<file path="src/rtl/gfx_pkg.sv">
package gfx_pkg;

	typedef logic [7:0] coord_x_t;
	typedef logic [6:0] coord_y_t;
	typedef logic [2:0] colour_t;

	// signed so that centre minus offset can go below zero.
	typedef logic signed [8:0] coord_raw_t;

	// order in which the engine visits the octants of one step.
	typedef enum logic [2:0] {
		oct_0,
		oct_1,
		oct_2,
		oct_3,
		oct_4,
		oct_5,
		oct_6,
		oct_7
	} octant_t;

	typedef struct packed {
		logic     valid;
		coord_x_t x;
		coord_y_t y;
		colour_t  colour;
	} pixel_s;

	// in_range is low whenever the engine has no point to offer.
	typedef struct packed {
		coord_raw_t x;
		coord_raw_t y;
		colour_t    colour;
		logic       in_range;
	} point_s;

endpackage
</file>
<file path="src/rtl/apb_pkg.sv">
package apb_pkg;
	import gfx_pkg::*;

	localparam int apb_addr_w = 5;

	localparam logic [apb_addr_w-1:0] reg_cmd      = 5'h00;
	localparam logic [apb_addr_w-1:0] reg_ctrl     = 5'h04;
	localparam logic [apb_addr_w-1:0] reg_status   = 5'h08;
	localparam logic [apb_addr_w-1:0] reg_pix_addr = 5'h0c;
	localparam logic [apb_addr_w-1:0] reg_pix_data = 5'h10;

	localparam int ctrl_draw_bit   = 0;
	localparam int ctrl_clear_bit  = 1;
	localparam int ctrl_colour_lsb = 2;
	localparam int status_busy_bit = 0;

	typedef struct packed {
		coord_x_t   centre_x;
		coord_y_t   centre_y;
		logic [7:0] radius;
		colour_t    colour;
	} draw_cmd_s;

	typedef struct packed {
		coord_x_t x;
		coord_y_t y;
	} pix_addr_s;

	typedef struct packed {
		logic [5:0] pad;
		draw_cmd_s  cmd;
	} cmd_word_s;

	typedef struct packed {
		logic [16:0] pad;
		pix_addr_s   addr;
	} addr_word_s;

	// one bus word, read as a command or as a pixel address by offset.
	typedef union packed {
		cmd_word_s   cmd;
		addr_word_s  pix;
		logic [31:0] raw;
	} reg_word_u;

endpackage

</file>
<file path="src/rtl/circle_regs.sv">
`timescale 1ns/1ps

module circle_regs
	import gfx_pkg::*;
	import apb_pkg::*;
(
	input  logic                  clk,
	input  logic                  rst_n,
	input  logic                  psel,
	input  logic                  penable,
	input  logic                  pwrite,
	input  logic [apb_addr_w-1:0] paddr,
	input  reg_word_u             pwdata,
	output logic [31:0]           prdata,
	output logic                  pready,
	output logic                  pslverr,
	input  logic                  busy,
	output logic                  draw_start,
	output logic                  clear_start,
	output draw_cmd_s             cmd,
	output colour_t               clear_colour,
	output logic                  rd_en,
	output pix_addr_s             rd_addr,
	input  colour_t               rd_colour
);

	logic      access;
	logic      wr_access;
	logic      ctrl_wr;
	logic      rd_pix;
	logic      rd_wait_q;
	logic      busy_any;
	draw_cmd_s cmd_q;
	pix_addr_s addr_q;
	colour_t   clear_colour_q;
	reg_word_u rd_word;

	assign access    = psel & penable;
	assign wr_access = access & pwrite;
	assign ctrl_wr   = wr_access & (paddr == reg_ctrl);
	assign rd_pix    = access & ~pwrite & (paddr == reg_pix_data);

	// a start already issued counts as busy until the engines pick it up.
	assign busy_any = busy | draw_start | clear_start;

	// pixel data needs one wait state for the synchronous memory read.
	assign pready  = access & (~rd_pix | rd_wait_q);
	assign pslverr = ctrl_wr & busy_any;
	assign rd_en   = rd_pix & ~rd_wait_q;

	assign rd_addr      = addr_q;
	assign cmd          = cmd_q;
	assign clear_colour = clear_colour_q;

	always_ff @(posedge clk or negedge rst_n) begin
		if (!rst_n) begin
			draw_start  <= 1'b0;
			clear_start <= 1'b0;
			rd_wait_q   <= 1'b0;
			cmd_q       <= '0;
			addr_q      <= '0;
		end else begin
			// clear wins when both bits are written together.
			clear_start <= ctrl_wr & ~busy_any & pwdata.raw[ctrl_clear_bit];
			draw_start  <= ctrl_wr & ~busy_any & pwdata.raw[ctrl_draw_bit]
				& ~pwdata.raw[ctrl_clear_bit];
			rd_wait_q   <= rd_en;
			if (wr_access && paddr == reg_cmd) begin
				cmd_q <= pwdata.cmd.cmd;
			end
			if (wr_access && paddr == reg_pix_addr) begin
				addr_q <= pwdata.pix.addr;
			end
		end
	end

	always_ff @(posedge clk) begin
		if (ctrl_wr && !busy_any && pwdata.raw[ctrl_clear_bit]) begin
			clear_colour_q <= pwdata.raw[ctrl_colour_lsb +: $bits(colour_t)];
		end
	end

	always_comb begin
		rd_word = '0;
		case (paddr)
			reg_cmd: begin
				rd_word.cmd.cmd = cmd_q;
			end
			reg_status: begin
				rd_word.raw[status_busy_bit] = busy_any;
			end
			reg_pix_addr: begin
				rd_word.pix.addr = addr_q;
			end
			reg_pix_data: begin
				rd_word.raw[$bits(colour_t)-1:0] = rd_colour;
			end
			default: begin
				rd_word = '0;
			end
		endcase
	end

	assign prdata = rd_word.raw;

	assert property (@(posedge clk) disable iff (!rst_n) !(draw_start && clear_start));

	// an engine must take over busy in the cycle after a start pulse.
	assert property (@(posedge clk) disable iff (!rst_n) (draw_start || clear_start) |=> busy);

endmodule

</file>
<file path="config.mk">
export PLATFORM = sky130hd
export DESIGN_NAME = circle_regs
export DESIGN_NICKNAME = d
export VERILOG_FILES = /design/src/rtl/gfx_pkg.sv /design/src/rtl/apb_pkg.sv /design/src/rtl/circle_regs.sv
export SDC_FILE = /design/constraint.sdc
export NUM_CORES = 1
export LEC_CHECK = 0
export ABC_AREA = 1
export BUFFER_PORTS_ARGS = -buffer_cell sky130_fd_sc_hd__buf_2
export CAP_MARGIN = 15
export CORE_ASPECT_RATIO = 1.1
export CORE_MARGIN = 2
export CORE_UTILIZATION = 44
export DETAILED_ROUTE_END_ITERATION = 10
export HOLD_SLACK_MARGIN = 0.03
export PLACE_DENSITY_LB_ADDON = 0.15
export SLEW_MARGIN = 20
export SYNTH_ARGS = -nofsm -noshare
export SYNTH_HDL_FRONTEND = slang
export SYNTH_SLANG_ARGS = --single-unit
</file>
<file path="constraint.sdc">
create_clock -name clk -period 1.4 [get_ports clk]
set_input_delay 0.21 -clock clk [delete_from_list [all_inputs] [get_ports clk]]
set_output_delay 0.21 -clock clk [all_outputs]
set_load 0.02 [all_outputs]
</file>
# Word-level counts from Yosys, hierarchy flattened
# Cells that the tools add are included.
[totals]
output_inout_bits = 81
inputBits = 46
elab_cells = 44
regBits = 47
[classes]
bitwise_logic = 20
n_mux = 4
eq_ne = 4
reduce_logical = 6
[op_table]
columns = ["cell", "count"]
rows = [
  ["$pmux W12 S2", 1],
  ["$and A1 B1 Y1", 12],
  ["$mux W11", 1],
  ["$eq A5 B4 Y1 const B", 2],
  ["$pmux W2 S3", 1],
  ["$eq A5 B3 Y1 const B", 1],
  ["$eq A5 B5 Y1 const B", 1],
  ["$logic_not A5 Y1", 1],
  ["$not A1 Y1", 5],
  ["$logic_and A1 B1 Y1", 4],
  ["$pmux W1 S4", 1],
  ["$or A1 B1 Y1", 3],
  ["$logic_not A1 Y1", 1],
]

# Logic depth before layout (Yosys ltp)
# Gate-level depths: netlist of the first run.
[depth]
ltp_word = 6
depth_mapped = 8
mapped_depth_nobuf = 7

# Least setup slack after synthesis of the first run
# Ideal clock, no wire load.
[synth_timing]
path_kind = "register -> register"
from = "register draw_start"
to = "register clear_colour_q[0] (netlist: clear_colour[0]) (enable)"
synth_period_minus_slack_ps = 1407
path_stages_with_launch = 4
slack_ps = -7
t_required_ps = 1075
setup_ps = 325
arrival_ps = 1082
path_buffers = 0
path_cell_list = "dfrtp_1 > nor3_1 > nand4_1 > nor2_1"
[synth_via]
elab_chain_cells = 5
[synth_lines]
columns = ["item", "line", "source"]
rows = [
  ["start, declared", "circle_regs.sv:18", "output logic draw_start,"],
  ["start signal, assigned", "circle_regs.sv:65", "draw_start <= ctrl_wr & ~busy_any & pwdata.raw[ctrl_draw_bit]"],
  ["$or A1 B1 Y1 (2 in series)", "circle_regs.sv:44", "assign busy_any = busy | draw_start | clear_start;"],
  ["$logic_not A1 Y1", "circle_regs.sv:78", "if (ctrl_wr && !busy_any && pwdata.raw[ctrl_clear_bit]) begin"],
  ["$logic_and A1 B1 Y1 (2 in series)", "circle_regs.sv:78", ""],
  ["end signal, assigned", "circle_regs.sv:79", "clear_colour_q <= pwdata.raw[ctrl_colour_lsb +: $bits(colour_t)];"],
  ["end, declared", "circle_regs.sv:35", "colour_t clear_colour_q;"],
]
# Every way passes these cells.
# A chain may end at the register's enable or synchronous reset.

# Worst setup path after layout of the first run
[layout_timing]
from = "register draw_start"
to = "output port prdata[0]"
[layout_via]
elab_chain_cells = 3
[layout_lines]
columns = ["item", "line", "source"]
rows = [
  ["$or A1 B1 Y1 (2 in series)", "circle_regs.sv:44", ""],
  ["$pmux W1 S4", "circle_regs.sv:85", "case (paddr)"],
  ["end, declared", "circle_regs.sv:14", "output logic [31:0] prdata,"],
]
# Every way passes these cells.

==> results of run 1 <==
## cell families (layout without fill, tap and decap cells)
| kind of cell | after synthesis | in the layout | synth area share |
|---|---|---|---|
| compound gates | 1 | 1 | 0.002152 |
| buf+inv | 39 | 168 | 0.09693 |
| flops | 47 | 47 | 0.5127 |
| other cells | 1 | 6 | 0.001614 |
| simple gates | 211 | 211 | 0.3866 |
## worst paths after layout
kind,slack (ns),startpoint,cells after the start,to
setup / recovery,-0.15,draw_start,6,prdata[0]
hold / removal,0.11,pwdata[16],3,cmd[16]
setup reg to reg,0.16,draw_start,3,clear_colour[2]
hold reg to reg,0.50,cmd[23],2,cmd[23]
max in group asynchronous,0.77,rst_n,3,rd_addr[10]
min in group asynchronous,0.40,rst_n,3,rd_addr[5]
## layer usage
layer,global-route usage,share of wire
met3,0.04768,0.053
met1,0.2551,0.43
met2,0.3495,0.50
met5,0,0
met4,0.06481,0.013
## area by class of cell
cell class	instances	share of cell area
clock buffer	6	0.02414
clock inverter	1	0.001463
sequential	47	0.3482
inverter	24	0.02999
timing repair inverter	1	0.004755
multi-input combinational	218	0.3032
timing repair buffer	136	0.2670
tap	58	0.02121
## registers in the layout, summed over array words and instances, names as in the netlist
register / count
draw_start: 1
clear_start: 1
cmd: 26
clear_colour: 3
rd_wait_q: 1
rd_addr: 15
## worst max-delay path: stages, from the launching register on
cell     delay [ns]
dfrtp_1        0.39
nor3_2         0.18
buf_4          0.14
nor2_1         0.04
nor2_1         0.10
nand2_1        0.07
buf_6          0.13
## synthesized netlist by cell type (all sizes together)
library cell,n,area [µm²]
nand2,173,666.9
and3,1,6.260
dfrtp,44,1101
a21oi,1,5.000
edfxtp,3,90.09
nor3,1,5.000
inv,24,92.59
nand3,6,47.55
conb,1,3.750
buf,15,132.6
nor2,27,153.9
nand4,3,18.77
## power breakdown
group	switching [W]	total [W]	internal, W	leakage (nW)
registers	0.0000854	0.00155	0.00146	0.628
clock network	0.000433	0.000821	0.000388	0.0470
logic	0.000344	0.000546	0.000202	1.47
## repair_timing
item                                    4_1_cts  5_1_grt
gates resized for setup                       5       69
buffers inserted                              0       10
endpoints found under the setup margin        3       21
pin swaps                                     2        9
gates cloned                                  0        1
hold endpoints to repair                     44        0
hold buffers                                  1        0
## metrics by stage
stage / power (W) / cells / TNS (ns) / worst slack [ns]
CTS: 0.002890 / 480 / -0.1350 / -0.1350
finish: 0.002917 / 491 / -0.6545 / -0.1519
detailed placement: 0.002077 / 472 / -0.03217 / -0.03217
global route: 0.003065 / 491 / -1.962 / -0.2192
global placement: 0.002065 / 472 / 0 / 0.0004158
floorplan: 0.001843 / 304 / 0 / 0.03396
==> reports/metrics.csv, run 1 <==
metric,value,unit
1st-iter DRT viols,80,
Filler cells,422,
TritonCTS buffer count,5,
Total Wirelength,6253,µm
core area,5034,µm²
Antenna diodes,0,
HPWL Detailed,4155,µm
Final setup viols,21,
CP arrival,1.34,ns
total track usage,0.2052,
post-layout util,0.6796,
Post-Syn Instances,299,
Final WS setup,-0.1519,ns
Pins Over Slew Limit,0,
H-tree levels,2,
worst min-delay path class,input pin to flop,
Pre-antenna DRT Iters,4,
DR DRC count,0,
first-pass GRT wire length,9349,µm
Mapped Area,2323,µm²
Placed Area,2975,µm²
routed wire length per instance,12.74,µm
Reg area,1191,µm²
placer's final routability congestion estimate,0.8213,
DRT antenna net count,0,
Critical Path RT,1.19,ns
share of cells above drive strength 1,0.4203,
die footprint,5879,µm²
clock sink count,47,
Fmax,0.6444,GHz
sequential area share after synthesis,0.5127,
area grow syn2layout,47.23,%
total of max-cap violations,0,
DR vias/cell,4.607,
Multi-input gate area,1037,µm²
critical path peak fanout,2,
I/O pin count,127,
CTS tree,built,
number of global-route vias before repair,1985,
Post-Route Skew,0.0001348,ns
"Hold Violations, Final",0,
total grt overflow,0,
clock-pin slew on the worst setup and hold paths,0.08,ns
FP Rows,27,
YS warnings,0,
pwr/cell area,852.7,nW/µm²
"commonest cells after routing, fill and taps aside","nand2_1, buf_2, dfrtp_1",
Syn Area/Cell,7.771,µm²
leakage power figure,2.147,nW
clock tree buffer depth,2,
WHS,0.1140,ns
Horiz. Die Dim,73.29,µm
Setup crit end kind,output pin,
Max IR drop VDD,614.4,µV
crit path kind,flop to output pin,
post-route cell area,3421,µm²
status,"complete, but fails checks",
period utilisation layout,1.108,
routed via count,2262,
Unique masters post-synth,23,
die height,80.22,µm
violated checks,negative setup slack,
Seq cells post-synth,47,
minimum clock period,1.552,ns
PortBufs,114,
NumNets Final,479,
Starting Density,0.4616,
pin count of the biggest net entering global routing,45,
Root Buffer,clkbuf_8,
initial antenna violation count,0,
RSZ-0062 raised after global routing,true,
"commonest non-fill, non-tap cell in the layout",nand2_1,
later-pin clock latency in the skew report,0.29,ns
crit path launch type,flop,
Power figures use the tool's default switching activity.
==> run 2: changes to the inputs <==
Settings changed: ABC_CLOCK_PERIOD_IN_PS set to 1300, CORE_UTILIZATION 44 to 40, REMOVE_ABC_BUFFERS set to 1.
Clock period 1.4 ns to 1.3 ns, I/O delays scaled along.
==> reports/metrics.csv, run 2 (synthesis gave the netlist of run 1 again) <==
metric,value,unit,change
I/O pin count,127,,unchanged
Placed Area,3027,µm²,+1.7%
die footprint,6435,µm²,+9.5%
Setup crit end kind,output pin,,
Starting Density,0.4079,,-0.05373
clock tree buffer depth,2,,unchanged
Pre-antenna DRT Iters,4,,unchanged
number of global-route vias before repair,2042,,+2.9%
H-tree levels,2,,unchanged
CP bufs+invs,2,,unchanged
total negative slack,-1.348,ns,-0.6934 ns
proportion of power drawn by flip-flops and latches,0.506,,-0.025
core area,5697,µm²,+13%
DR DRC count,0,,unchanged
crit path launch type,flop,,
later-pin clock latency in the skew report,0.30,ns,about the same
FP Rows,29,,+7.4%
NumNets Final,482,,+0.63%
Hold Path Origin,pwdata[24],,
period utilisation layout,1.224,,
final cell count without fillers,514,,+4.7%
critical path peak fanout,2,,unchanged
Worst path max stage delay,0.40,ns,about the same
flop2flop setup slack,-0.08,ns,-0.24 ns
RSZ-0062 raised after global routing,true,,
routed wire length per instance,12.55,µm,-1.4%
sw power,0.0009299,W,+7.8%
crit path max-delay cell type,dfrtp_1,,
routed via count,2260,,-0.088%
Root Buffer,clkbuf_8,,
violated checks,negative setup slack,,
clock-pin slew on the worst setup and hold paths,0.09,ns,about the same
Fmax,0.6282,GHz,
1st-iter DRT viols,116,,+45%
post-route cell area,3542,µm²,+3.5%
Final WS setup,-0.2918,ns,-0.1399 ns
CP arrival,1.40,ns,+0.06 ns
pin count of the biggest net entering global routing,45,,unchanged
Antenna diodes,0,,unchanged
Post-Route Skew,0.01157,ns,+0.01143 ns
internal power,0.002374,W,+16%
crit path kind,flop to output pin,,
Clock Power Share,0.314,,+0.033
placed instance count,495,,+4.9%
CTS tree,built,,
die height,83.94,µm,+4.6%
HPWL Detailed,4257,µm,+2.4%
worst r2r src,draw_start,,
Comb power frac,0.180,,-0.007
initial antenna violation count,0,,unchanged
share of cells above drive strength 1,0.4416,,+0.02132
total track usage,0.1933,,-0.01189
worst setup path startpoint,draw_start,,
"Hold Violations, Final",0,,unchanged
Pins Over Slew Limit,0,,unchanged
PortBufs,114,,unchanged
pwr/cell area,932.7,nW/µm²,+9.4%
WHS,0.09875,ns,-0.01527 ns
leakage power figure,2.245,nW,+4.6%
Top delay family on crit path,simple AND/OR/NAND/NOR gates,,
status,"complete, but fails checks",,
TritonCTS buffer count,5,,unchanged
total of max-cap violations,0,,unchanged
Sw Ratio,0.2815,,-0.01416
worst min-delay path class,input pin to flop,,
crit-path cells,nor3_2 -> buf_4 -> nor2_1 -> nor2_1 -> nand2_1 -> buf_6,,
total grt overflow,0,,unchanged
minimum clock period,1.592,ns,
"commonest non-fill, non-tap cell in the layout",nand2_1,,
"commonest cells after routing, fill and taps aside","nand2_1, buf_2, dfrtp_1",,
clock sink count,47,,unchanged
DR vias/cell,4.397,,-4.6%
Total Wirelength,6451,µm,+3.2%
Final setup viols,30,,+43%
first-pass GRT wire length,9970,µm,+6.6%
Critical Path RT,1.11,ns,-0.08 ns
Most common cell on crit path,nor2_1,,
Horiz. Die Dim,76.67,µm,+4.6%
post-layout util,0.6218,,-0.05780
placer's final routability congestion estimate,0.7586,,-7.6%
Max IR drop VDD,682.3,µV,+11%
area grow syn2layout,52.45,%,
Largest register FFs,26,,unchanged
DRT antenna net count,0,,unchanged
run 2: changes by cell type in the layout (fill, tap and decap cells not counted), sizes merged:
cell,delta
clkbuf,+2
buf,+2
bufinv,+1
clkinv,-1
run 2: stage by stage:
stage	total power (W)	setup WS [ns]
after floorplan	0.001967	-0.1067
after global placement	0.002231	-0.1171
after CTS	0.003300	-0.2349
after detailed placement	0.002243	-0.1530
final	0.003304	-0.2918
after global routing	0.003476	-0.3839
run 2: repair_timing:
| item | CTS | global route |
|---|---|---|
| cloned | 0 | 2 |
| hold buffers | 1 | 0 |
| resized for setup | 11 | 82 |
| pin swaps | 2 | 18 |
| hold endpoints to repair | 44 | 0 |
| endpoints found under the setup margin | 21 | 31 |
| setup buffers | 3 | 6 |
run 2: area by class of cell:
| class | instances | area, µm² |
|---|---|---|
| Sequential cell | 47 | 1191 |
| Clock buffer | 7 | 76.32 |
| Timing Repair Buffer | 139 | 955.9 |
| Clock inverter | 1 | 30.03 |
| Timing Repair inverter | 1 | 8.758 |
| Tap cell | 77 | 96.34 |
| Inverter | 24 | 105.1 |
| Fill cell | 528 | 2155 |
| Multi-Input combinational cell | 218 | 1079 |
run 2: layer usage:
layer	up-vias	share of wire	track usage
met5	-	0	0
met4	0	0.011	0.04959
met3	6	0.049	0.03896
met2	62	0.53	0.3341
met1	1042	0.41	0.2468
li1	1150	-	-
run 2: worst paths after layout:
| kind | endpoint | depth (start not counted) |
|---|---|---|
| min | cmd[24] | 3 |
| max | prdata[0] | 6 |
| min in group asynchronous | rd_addr[5] | 3 |
| max in group asynchronous | cmd[24] | 3 |
| max reg2reg | clear_colour[2] | 5 |
| min reg2reg | cmd[18] | 2 |
run 2: power by group through the flow:
stage	clock network, W	logic [W]	registers, W
6_report	0.00104	0.000595	0.00167
5_1_grt	0.00114	0.000652	0.00169
3_5_place_dp	0	0.000557	0.00169
4_1_cts	0.00107	0.000569	0.00166
3_3_place_gp	0	0.000548	0.00168
2_1_floorplan	0	0.000159	0.00181
run 2: worst min-delay path, stage by stage:
cell     delay (ns)
buf_2          0.07
nand2_1        0.04
nand2_1        0.05
