[src/rtl/gfx_pkg.sv]
package gfx_pkg;

	typedef logic [7:0] coord_x_t;
	typedef logic [6:0] coord_y_t;
	typedef logic [2:0] colour_t;

	// signed so that centre minus offset can go below zero.
	typedef logic signed [8:0] coord_raw_t;

	// order in which the engine visits the octants of one step.
	typedef enum logic [2:0] {
		oct_0,
		oct_1,
		oct_2,
		oct_3,
		oct_4,
		oct_5,
		oct_6,
		oct_7
	} octant_t;

	typedef struct packed {
		logic     valid;
		coord_x_t x;
		coord_y_t y;
		colour_t  colour;
	} pixel_s;

	// in_range is low whenever the engine has no point to offer.
	typedef struct packed {
		coord_raw_t x;
		coord_raw_t y;
		colour_t    colour;
		logic       in_range;
	} point_s;

endpackage
[src/rtl/pixel_clip.sv]
`timescale 1ns/1ps

module pixel_clip
	import gfx_pkg::*;
#(
	parameter int screen_w = 160,
	parameter int screen_h = 120
) (
	input  logic   clk,
	input  logic   rst_n,
	input  point_s point,
	output pixel_s pixel
);

	logic     keep;
	logic     valid_q;
	coord_x_t x_q;
	coord_y_t y_q;
	colour_t  colour_q;

	// signed compares, so wrapped or negative sums fall out here.
	assign keep = point.in_range
		&& point.x >= 0 && point.x < screen_w
		&& point.y >= 0 && point.y < screen_h;

	always_ff @(posedge clk or negedge rst_n) begin
		if (!rst_n) begin
			valid_q <= 1'b0;
		end else begin
			valid_q <= keep;
		end
	end

	always_ff @(posedge clk) begin
		if (keep) begin
			x_q      <= point.x[7:0];
			y_q      <= point.y[6:0];
			colour_q <= point.colour;
		end
	end

	always_comb begin
		pixel.valid  = valid_q;
		pixel.x      = x_q;
		pixel.y      = y_q;
		pixel.colour = colour_q;
	end

endmodule

[config.mk]
export PLATFORM = sky130hd
export DESIGN_NAME = pixel_clip
export DESIGN_NICKNAME = d
export VERILOG_FILES = /design/src/rtl/gfx_pkg.sv /design/src/rtl/pixel_clip.sv
export SDC_FILE = /design/constraint.sdc
export NUM_CORES = 1
export LEC_CHECK = 0
export ABC_AREA = 0
export BUFFER_PORTS_ARGS = -buffer_cell sky130_fd_sc_hd__buf_4
export CORE_MARGIN = 2
export CORE_UTILIZATION = 41
export DETAILED_ROUTE_END_ITERATION = 16
export PLACE_DENSITY_LB_ADDON = 0.12
export SKIP_CTS_REPAIR_TIMING = 1
export SLEW_MARGIN = 25
export SYNTH_ARGS = -nofsm -noshare
export SYNTH_HDL_FRONTEND = slang
export SYNTH_SLANG_ARGS = --single-unit
export TNS_END_PERCENT = 30
[constraint.sdc]
create_clock -name clk -period 1.2 [get_ports clk]
set_input_delay 0.06 -clock clk [delete_from_list [all_inputs] [get_ports clk]]
set_output_delay 0.06 -clock clk [all_outputs]
set_load 0.005 [all_outputs]
# ---- Word level (Yosys, flattened, before mapping)
# Cells that the tools add are included.
dict set report word_totals {
  regBits 19
  output_inout_bits 19
  elab_cells 12
}
dict set report op_classes {
  reduce_logical 4
  order_cmp 4
}
# cell n
set op_table {}
lappend op_table {{$ge A9 B1 Y1 const B} 2}
lappend op_table {{$lt A9 B8 Y1 const B} 1}
lappend op_table {{$lt A9 B9 Y1 const B} 1}
lappend op_table {{$logic_and A1 B1 Y1} 4}

# ---- Longest topological paths before layout
# Gate-level depths: netlist of the first run.
dict set report logic_depth {
  ltp_word 5
  ltp_mapped 2
  depth_no_buf 2
}

# ---- Least setup slack after synthesis of the first run
# Ideal clock, no wire load.
dict set report synth_timing {
  path_kind {input-to-reg}
  from {in point[21] (netlist bit)}
  to {reg colour_q[0] (enable)}
  path_stages 2
  path_slack_ns -0.031
  t_arrival_ns 0.855
  required_time_ns 0.823
  cell_sequence {nor4b_2 and3_1}
}
dict set report synth_between {
  elab_chain_cells 5
  word_cells_on_any_way 6
  classes_between {order compare (2); reduce/logical (4)}
}
# item line
set synth_rtl {}
lappend synth_rtl {{from (decl)} pixel_clip.sv:11} ;# input point_s point,
lappend synth_rtl {{$ge A9 B1 Y1} pixel_clip.sv:23} ;# && point.x >= 0 && point.x < screen_w
lappend synth_rtl {{$logic_and A1 B1 Y1} pixel_clip.sv:23}
lappend synth_rtl {{$logic_and A1 B1 Y1 (*)} pixel_clip.sv:23}
lappend synth_rtl {{$logic_and A1 B1 Y1 (*) (2 in a row)} pixel_clip.sv:24} ;# && point.y >= 0 && point.y < screen_h;
lappend synth_rtl {{via keep} pixel_clip.sv:15} ;# logic keep;
lappend synth_rtl {{to (signal assigned)} pixel_clip.sv:38} ;# colour_q <= point.colour;
lappend synth_rtl {{to (decl)} pixel_clip.sv:19} ;# colour_t colour_q;
# The timed path passes the listed nets; every way through them passes the cells marked *.
# A chain may end at the register's enable or synchronous reset.

# ---- Worst setup path after layout of the first run
dict set report layout_timing {
  from {in point[8] (netlist bit)}
  to {reg x_q[2] (enable)}
}
dict set report layout_between {
  elab_chain_cells 3
  word_cells_on_any_way 4
  classes_between {order compare (2); reduce/logical (2)}
}
# item line
set layout_rtl {}
lappend layout_rtl {{$ge A9 B1 Y1} pixel_clip.sv:24}
lappend layout_rtl {{$logic_and A1 B1 Y1} pixel_clip.sv:24}
lappend layout_rtl {{$logic_and A1 B1 Y1 (*)} pixel_clip.sv:24}
lappend layout_rtl {{via keep} pixel_clip.sv:15}
lappend layout_rtl {{to (signal assigned)} pixel_clip.sv:36} ;# x_q <= point.x[7:0];
lappend layout_rtl {{to (decl)} pixel_clip.sv:17} ;# coord_x_t x_q;
# Marked as above.

==> summary.md, run 1 <==
| Metric | Value |
|---|---|
| Sw Ratio | 19.2% |
| Design Power | 1.21 mW |
| Final wirelength | 1710 microns |
| Reg power frac | 61.6% |
| Core area | 1330 sq um |
| Worst Setup Path Type | input port to register |
| # setup viols final | 0 |
| Number of port buffers | 42 |
| Die height | 42.4 microns |
| CP endpoint kind | register |
| Post-synth cell types | 7 |
| Crit-path max FO | 19 |
| Pre-CTS WS | 0.0930 ns |
| Avg WL per Cell | 16.4 microns |
| Worst path arrival time | between 1 and 1.5 ns |
| Post-placement cell count | 81 |
| Post-synthesis net count | 48 |
| Detailed Routing Iterations Pass 1 | 4 |
| Ant. Diodes | 0 |
| P_int | around 1000 uW |
| FILL cells | 64 |
| Worst path required time | about 1.2 ns |
| RD Place Congestion | 0.623 |
| Top post-synthesis cells by area | edfxtp_1 89%, dfrtp_1 4.1%, nor4b_2 2.5% |
| H-tree Lvls | 1 |
| Setup TNS | 0 ns |
| Final Critical Period | 1.20 ns |
| Final std cells w/o fill | roughly 100 |
| DR vias/cell | 4.86 |
| Clock buffer depth | 2 |
| Initial DRC Count | 9 |
| Synthesis warning total | 0 |
| Average cell area after synthesis | 25.2 sq um |
| Routed Antenna Nets | 0 |
| Power share of the combinational group | 12.5% |
| Final Worst Setup Slack | 0.00249 ns |
| CTS Sinks | 19 |
| Yosys top cell by area | edfxtp_1 |
| Largest net degree at the start of global routing | 20 |
| Hold Fails Final Rpt | 0 |
| Num CTS Buffers | 3 |
| Slew @ Worst Pin | 0.178 ns |
| DR DRC count | 0 |
| Slew Viols, Final | 0 |
| # rows | 13 |
| Die Width | ~42 microns |
| Mapped Cells | 24 |
| Area share of the largest cell type after synthesis | about nine tenths |
| CP startpoint kind | input port |
| Power Density | ~1000 nW/um^2 |
| Area growth, synth to finish | 93.2% |
| Psw | 232 uW |
| Initial Util | 45.4% |
| Min-Delay Path Class | input port to asynchronous set/reset pin |
| Worst ir drop on vdd | 0.766 mV |
| Root Driver | clkbuf_4 |
| Commonest non-fill, non-tap cell in the layout | buf_4 |
| Mapped cell area | just over 600 sq um |
| First-pass GRT wire length | about 1700 microns |
| GR Overflow Total | 0 |
| TritonCTS clock tree | yes |
| Peak Freq | 835 MHz |
| Status | finished clean |
| Share of cells above drive strength 1 | 53.9% |
| Area after DPL | 953 sq um |
| Gr usage total | 13.1% |
| Clock power frac | between 20% and 30% |
| Register bit total from synthesis | 19 |
| Clk slew on worst S/H paths | roughly 0.10 ns |
| Leakage | 0.491 nW |
| Post-synthesis sequential area ratio | 93.4% |
| Rel. slew slack | 88.1% |
| Final-stage net count | 114 |
| Fin crit share | between 90% and 100% |
| Number of global-route vias before repair | 382 |
| Num ports | 43 |
| Die area | 1800 sq um |
| Via count | 505 |
| Max Cap Viol | 0 |
| Most frequent cells in the layout | 42 x buf_4, 19 x dlygate4sd3_1, 18 x edfxtp_1 |
| Post-route cell area | 1170 sq um |
| Initial antenna violation count | 0 |
## power groups by stage
stage          combinational, mW  clock [mW]  sequential (mW)
2_1_floorplan            0.00759           0            0.762
3_3_place_gp              0.0920           0            0.760
3_5_place_dp              0.0951           0            0.760
4_1_cts                   0.0951       0.307            0.745
5_1_grt                    0.160       0.347            0.747
6_report                   0.151       0.314            0.746
## synthesized netlist by cell type
master	instances
and3_1	1
o21ai_0	1
buf_4	1
edfxtp_1	18
nor4b_2	1
nand4_1	1
dfrtp_1	1
## metrics by stage
| stage | utilization, % | hold slack (ns) |
|---|---|---|
| after floorplan | - | -0.236 |
| after global placement | 71.5 | -0.164 |
| after detailed placement | 71.5 | -0.163 |
| after CTS | 73.5 | -0.473 |
| after global routing | 87.7 | 0.0832 |
| final | 87.7 | 0.0874 |
## cell families after synthesis
group	Yosys count	share of synthesized area, %
DFF	19	93.4
AOI/OAI and AO/OA	1	0.826
buffers and inverters	1	1.24
and+or+nand+nor	3	4.55
## path summary, 6_finish.rpt
kind	start	endpoint	cells past startpoint
max	point[8]	x_q[2]	5
min	rst_n	valid_q	2
min in group clk	point[21]	valid_q	4
max in group asynchronous	rst_n	valid_q	2
## per-layer routing
| layer | track usage (%) | vias to the layer above | routed length [microns] |
|---|---|---|---|
| met5 | 0 | - | 0 |
| met4 | 1.88 | 0 | 92 |
| met3 | 3.88 | 8 | 92 |
| met2 | 24.6 | 34 | 974 |
| met1 | 14.9 | 238 | 546 |
| li1 | - | 225 | - |
## area by class of cell
cell class / count / area, sq um / area share [%]
Clock buffer: 4 / 26.3 / 2.25
Multi-Input combinational cell: 4 / 33.8 / 2.89
Sequential cell: 19 / 566 / 48.3
Tap cell: 15 / 18.8 / 1.60
Timing Repair Buffer: 62 / 526 / 44.9
## critical path: stages
cell and delay (ns):
dlygate4sd3_1 0.54, buf_4 0.14, nand4_1 0.08, and3_2 0.21, buf_12 0.16
## state kept, by name, summed over array words and instances (netlist names)
| register | cells |
|---|---|
| y_q | 7 |
| valid_q | 1 |
| x_q | 8 |
| colour_q | 3 |
Note: power is estimated with default switching activity, not from simulation.
==> inputs of run 2 (changes only) <==
--- a/config.mk
+++ b/config.mk
@@ -5,7 +5,7 @@
 export SDC_FILE = /design/constraint.sdc
 export NUM_CORES = 1
 export LEC_CHECK = 0
-export ABC_AREA = 0
+export ABC_AREA = 1
 export BUFFER_PORTS_ARGS = -buffer_cell sky130_fd_sc_hd__buf_4
 export CORE_MARGIN = 2
 export CORE_UTILIZATION = 41
==> summary.md, run 2 <==
| Metric | Value |
|---|---|
| Via count | 499 (was 505) |
| Crit-path max cell delay | 0.54 ns (about the same) |
| Finished Core Util | 81.6% (was 87.7%) |
| Clock buffer depth | 2 (unchanged) |
| RSZ-0062 raised after global routing | no |
| Leakage | 0.514 nW (was 0.491 nW) |
| Crit path cell chain | dlygate4sd3_1 > buf_4 > o21ai_1 > nand2_1 > nor2_2 > buf_12 (was dlygate4sd3_1 > buf_4 > nand4_1 > and3_2 > buf_12) |
| WP depth | 6 (was 5) |
| Crit-path max FO | 19 (unchanged) |
| Num CTS Buffers | 3 (unchanged) |
| Area share of the largest cell type after synthesis | 87.3% (was 89.3%) |
| Fin crit share | 97.3% (was 99.8%) |
| GR Overflow Total | 0 (unchanged) |
| Post-synthesis net count | 56 (was 48) |
| Gr usage total | 14.3% (was 13.1%) |
| RD Place Congestion | 0.626 (was 0.623) |
| Die area | 1840 sq um (was 1800 sq um) |
| Worst path required time | 1.21 ns (about the same) |
| Max Cap Viol | 0 (unchanged) |
| Yosys top cell by area | edfxtp_1 (unchanged) |
| CP startpoint kind | input port (unchanged) |
| Clk slew on worst S/H paths | 0.10 ns (about the same) |
| Slowest CP cell | dlygate4sd3_1 (unchanged) |
| Number of port buffers | 42 (unchanged) |
| CTS Sinks | 19 (unchanged) |
| Most frequent cell after synthesis | edfxtp_1 (unchanged) |
| Synthesis warning total | 0 (unchanged) |
| Area after DPL | 970 sq um (was 953 sq um) |
| Mapped cell area | 619 sq um (was 606 sq um) |
| # setup viols final | 0 (unchanged) |
| Top Family by Delay on Critical Path | buffers and inverters (unchanged) |
| Share of cells above drive strength 1 | 48.5% (was 53.9%) |
| Number of global-route vias before repair | 416 (was 382) |
| FILL cells | 80 (was 64) |
| Avg WL per Cell | 13.1 microns (was 16.4 microns) |
| Num ports | 43 (unchanged) |
| WP buf/inv | 3 (unchanged) |
| Root Driver | clkbuf_4 (unchanged) |
| Post-synthesis sequential area ratio | 91.3% (was 93.4%) |
| Primary FF master, synth | edfxtp_1 (unchanged) |
| Initial antenna violation count | 0 (unchanged) |
| Ant. Diodes | 0 (unchanged) |
| Most flop-heavy register | x_q (unchanged) |
| Routed Antenna Nets | 0 (unchanged) |
| Min-Delay Path Class | input port to asynchronous set/reset pin (unchanged) |
| Worst ir drop on vdd | 0.739 mV (was 0.766 mV) |
| # rows | 14 (was 13) |
| DR DRC count | 0 (unchanged) |
| First-pass GRT wire length | 1840 microns (was 1750 microns) |
| Commonest non-fill, non-tap cell in the layout | buf_4 (unchanged) |
| Die height | 42.9 microns (was 42.4 microns) |
| Crit. Startpoint | point[20] (was point[8]) |
| Slew Viols, Final | 0 (unchanged) |
| Final Critical Period | 1.17 ns (was 1.20 ns) |
| Die Width | 42.9 microns (was 42.4 microns) |
| Initial Util | 42.6% (was 45.4%) |
| Initial DRC Count | 10 (was 9) |
| Detailed Routing Iterations Pass 1 | 4 (unchanged) |
| Rel. slew slack | 90.7% (was 88.1%) |
| Area growth, synth to finish | 91.5% (was 93.2%) |
| CP endpoint kind | register (unchanged) |
| Setup TNS | 0 ns (unchanged) |
| Final wirelength | 1480 microns (was 1710 microns) |
| Core area | 1450 sq um (was 1330 sq um) |
| Largest net degree at the start of global routing | 20 (unchanged) |
| Most frequent cells in the layout | 42 x buf_4, 19 x dlygate4sd3_1, 18 x edfxtp_1 (unchanged) |
| Worst Setup Path Type | input port to register (unchanged) |
| Synth top cells by count | 18 x edfxtp_1, 5 x nand2_1, 3 x inv_1, 3 x nor2_1 |
| Hold Fails Final Rpt | 0 (unchanged) |
| Register bit total from synthesis | 19 (unchanged) |
| Largest regs | x_q x8, y_q x7, colour_q x3 (unchanged) |
| Status | finished clean (unchanged) |
| Post-route cell area | 1190 sq um (was 1170 sq um) |
| Peak Freq | 856 MHz (was 835 MHz) |
| Crit path to | y_q[2] (was x_q[2]) |
| Worst path arrival time | 1.17 ns (was 1.20 ns) |
| EDFF count, synth | 18 (unchanged) |
| Number of flip-flops under the largest register name | 8 (unchanged) |
| DR vias/cell | 4.42 (was 4.86) |
| Top post-synthesis cells by area | edfxtp_1 87%, dfrtp_1 4.0%, nand2_1 3.0% (was edfxtp_1 89%, dfrtp_1 4.1%, nor4b_2 2.5%) |
| H-tree Lvls | 1 (unchanged) |
| TritonCTS clock tree | yes (unchanged) |
| FFs w/ async S/R, synth | 5.26% (unchanged) |
| Average cell area after synthesis | 19.4 sq um (was 25.2 sq um) |
| Final-stage net count | 122 (was 114) |
| Post-synth cell types | 7 (unchanged) |
| Slew @ Worst Pin | 0.139 ns (was 0.178 ns) |
| Mapped Cells | 32 (was 24) |
| Power Density | 1010 nW/um^2 (was 1040 nW/um^2) |
-- run 2: area by class of cell --
class	count	area (sq um)	area share, %
clock buffer	4	26.3	2.22
inverter	3	11.3	0.949
multi-input combinational	9	37.5	3.16
sequential	19	566	47.7
tap	16	20.0	1.69
timing repair buffer	62	526	44.3
-- run 2: per-stage QoR --
step | worst slack, ns | hold slack (ns) | cells | power, mW
after floorplan | 0.0331 | -0.236 | 32 | 0.774
after global placement | 0.212 | -0.165 | 90 | 0.855
after detailed placement | 0.171 | -0.163 | 90 | 0.860
after CTS | 0.303 | -0.480 | 94 | 1.16
after global routing | 0.0225 | 0.0576 | 113 | 1.27
final | 0.0323 | 0.0698 | 113 | 1.20
-- run 2: logic make-up after synthesis --
group                  count (synthesis)  share of synthesized area, %
flip-flops                            19                          91.3
buffers and inverters                  4                          3.03
AO/OA/AOI/OAI                          1                         0.807
AND/OR/NAND/NOR                        8                          4.85
-- run 2: worst min-delay path by stage --
stage / startpoint / end / slack (ns) / depth (start not counted)
3_5_place_dp: rst_n / valid_q / -0.16 / 1
2_1_floorplan: rst_n / valid_q / -0.24 / 0
5_1_grt: rst_n / valid_q / 0.06 / 2
3_3_place_gp: rst_n / valid_q / -0.17 / 1
4_1_cts: rst_n / valid_q / -0.48 / 1
6_report: rst_n / valid_q / 0.07 / 2
-- run 2: power breakdown --
| group | internal, mW | switching, mW |
|---|---|---|
| sequential | 0.741 | 0.00408 |
| clock | 0.129 | 0.179 |
| combinational | 0.109 | 0.0413 |
-- run 2: layer usage --
metal	track usage, %	up-vias	routed length [microns]
met3	3.83	0	122
met4	7.50	0	0
met2	26.7	28	853
li1	-	241	-
met5	0	-	0
met1	14.0	230	506
==> inputs of run 3 (changes only) <==
--- a/config.mk
+++ b/config.mk
@@ -11,6 +11,7 @@
 export CORE_UTILIZATION = 41
 export DETAILED_ROUTE_END_ITERATION = 16
 export PLACE_DENSITY_LB_ADDON = 0.12
+export SETUP_SLACK_MARGIN = 0.1
 export SKIP_CTS_REPAIR_TIMING = 1
 export SLEW_MARGIN = 25
 export SYNTH_ARGS = -nofsm -noshare
==> summary.md, run 3 (synthesis gave the netlist of run 2 again) <==
| Metric | Value |
|---|---|
| Commonest non-fill, non-tap cell in the layout | buf_4 (unchanged) |
| Largest regs | x_q x8, y_q x7, colour_q x3 (unchanged) |
| GR Overflow Total | 0 (unchanged) |
| Fin crit share | 75.4% (was 97.3%) |
| Die area | 1840 sq um (unchanged) |
| Die height | 42.9 microns (unchanged) |
| Clock buffer depth | 2 (unchanged) |
| Status | finished clean (unchanged) |
| Rel. slew slack | 87.1% (was 90.7%) |
| Design Power | 1.21 mW (was 1.20 mW) |
| Number of port buffers | 42 (unchanged) |
| Gr usage total | 14.9% (was 14.3%) |
| Power Density | 1020 nW/um^2 (was 1010 nW/um^2) |
| Via count | 507 (was 499) |
| Hold Fails Final Rpt | 0 (unchanged) |
| Post-placement cell count | 90 (unchanged) |
| Leakage | 0.517 nW (was 0.514 nW) |
| Slew @ Worst Pin | 0.193 ns (was 0.139 ns) |
| Num ports | 43 (unchanged) |
| Avg WL per Cell | 14.1 microns (was 13.1 microns) |
| CTS Sinks | 19 (unchanged) |
| Initial antenna violation count | 0 (unchanged) |
| Initial DRC Count | 13 (was 10) |
| HPWL after DPL | between 900 and 1000 microns |
| Number of global-route vias before repair | 413 (was 416) |
| Number of flip-flops under the largest register name | 8 (unchanged) |
| Min-Delay Path Class | input port to asynchronous set/reset pin (unchanged) |
| Initial Util | 42.6% (unchanged) |
| Core area | 1450 sq um (unchanged) |
| Setup TNS | 0 ns (unchanged) |
| Worst path required time | 1.14 ns (was 1.21 ns) |
| H-tree Lvls | 1 (unchanged) |
| Num CTS Buffers | 3 (unchanged) |
| CP endpoint kind | primary output (was register) |
| Root Driver | clkbuf_4 (unchanged) |
| Share of cells above drive strength 1 | 49.5% (was 48.5%) |
| # setup viols final | 0 (unchanged) |
| Final Critical Period | 0.905 ns (was 1.17 ns) |
| Slew Viols, Final | 0 (unchanged) |
| Worst ir drop on vdd | 0.840 mV (was 0.739 mV) |
| CP startpoint kind | register (was input port) |
| Crit-path max FO | 1 (was 19) |
| Final wirelength | 1600 microns (was 1480 microns) |
| Final-stage net count | 122 (unchanged) |
| First-pass GRT wire length | 1870 microns (was 1840 microns) |
| Crit path cell chain | buf_4 (was dlygate4sd3_1 > buf_4 > o21ai_1 > nand2_1 > nor2_2 > buf_12) |
| Routed Antenna Nets | 0 (unchanged) |
| RSZ-0062 raised after global routing | no (unchanged) |
| Detailed Routing Iterations Pass 1 | 4 (unchanged) |
| Worst path arrival time | 0.85 ns (was 1.17 ns) |
| Die Width | 42.9 microns (unchanged) |
| Hold WS | 0.0755 ns (was 0.0698 ns) |
| Area growth, synth to finish | 92.5% (was 91.5%) |
| DR DRC count | 0 (unchanged) |
| Clk slew on worst S/H paths | 0.10 ns (about the same) |
| Final std cells w/o fill | 113 (unchanged) |
| RD Place Congestion | 0.618 (was 0.626) |
| DR vias/cell | 4.49 (was 4.42) |
| Most flop-heavy register | x_q (unchanged) |
| FILL cells | 86 (was 80) |
| Peak Freq | 1100 MHz (was 856 MHz) |
| Max Cap Viol | 0 (unchanged) |
| Most frequent cells in the layout | 42 x buf_4, 19 x dlygate4sd3_1, 18 x edfxtp_1 (unchanged) |
| Slowest CP cell | edfxtp_1 (was dlygate4sd3_1) |
| Post-route cell area | 1190 sq um (about the same) |
| TritonCTS clock tree | yes (unchanged) |
| Worst Setup Path Type | register to primary output (was input port to register) |
| Ant. Diodes | 0 (unchanged) |
| Largest net degree at the start of global routing | 20 (unchanged) |
| WP buf/inv | 1 (was 3) |
| Area after DPL | 975 sq um (was 970 sq um) |
| # rows | 14 (unchanged) |
| Crit-path max cell delay | 0.40 ns (was 0.54 ns) |
| Top Family by Delay on Critical Path | flip-flops (was buffers and inverters) |
==> run 3: changes by cell type in the layout (fill, tap and decap cells not counted), sizes merged <==
| cell | before | now |
|---|---|---|
| clkbuf | 4 | 3 |
| clkinv | 0 | 1 |
==> run 3: path summary, 6_finish.rpt <==
kind                        endpoint  slack (ns)  startpoint  cells past startpoint
max                        pixel[16]        0.29      x_q[6]                      1
min                          valid_q        0.08       rst_n                      2
max in group asynchronous    valid_q        1.05       rst_n                      2
min in group clk             valid_q        0.24   point[20]                      5
==> run 3: final cells by class <==
class | instances | area [sq um] | share of cell area, %
clock inverter | 1 | 5.00 | 0.420
timing repair buffer | 62 | 526 | 44.1
sequential | 19 | 566 | 47.4
clock buffer | 3 | 22.5 | 1.89
tap | 16 | 20.0 | 1.68
inverter | 3 | 11.3 | 0.944
multi-input combinational | 9 | 42.5 | 3.57
==> run 3: layer usage <==
metal	share of wire, %	GRT usage (%)	routed length, microns
met1	32	15.2	513
met2	57	25.5	907
met3	7.8	5.11	124
met4	3.1	9.38	49
met5	0	0	0
==> run 3: per-stage QoR <==
stage | setup slack, ns | utilization (%)
floorplan | 0.227 | -
global placement | 0.222 | 67.0
detailed placement | 0.204 | 67.0
CTS | 0.282 | 68.9
global route | 0.253 | 82.0
finish | 0.295 | 82.0
==> run 3: power breakdown <==
group          internal (mW)  switching (mW)
Sequential             0.741         0.00481
Clock                  0.124           0.192
Combinational          0.109          0.0419
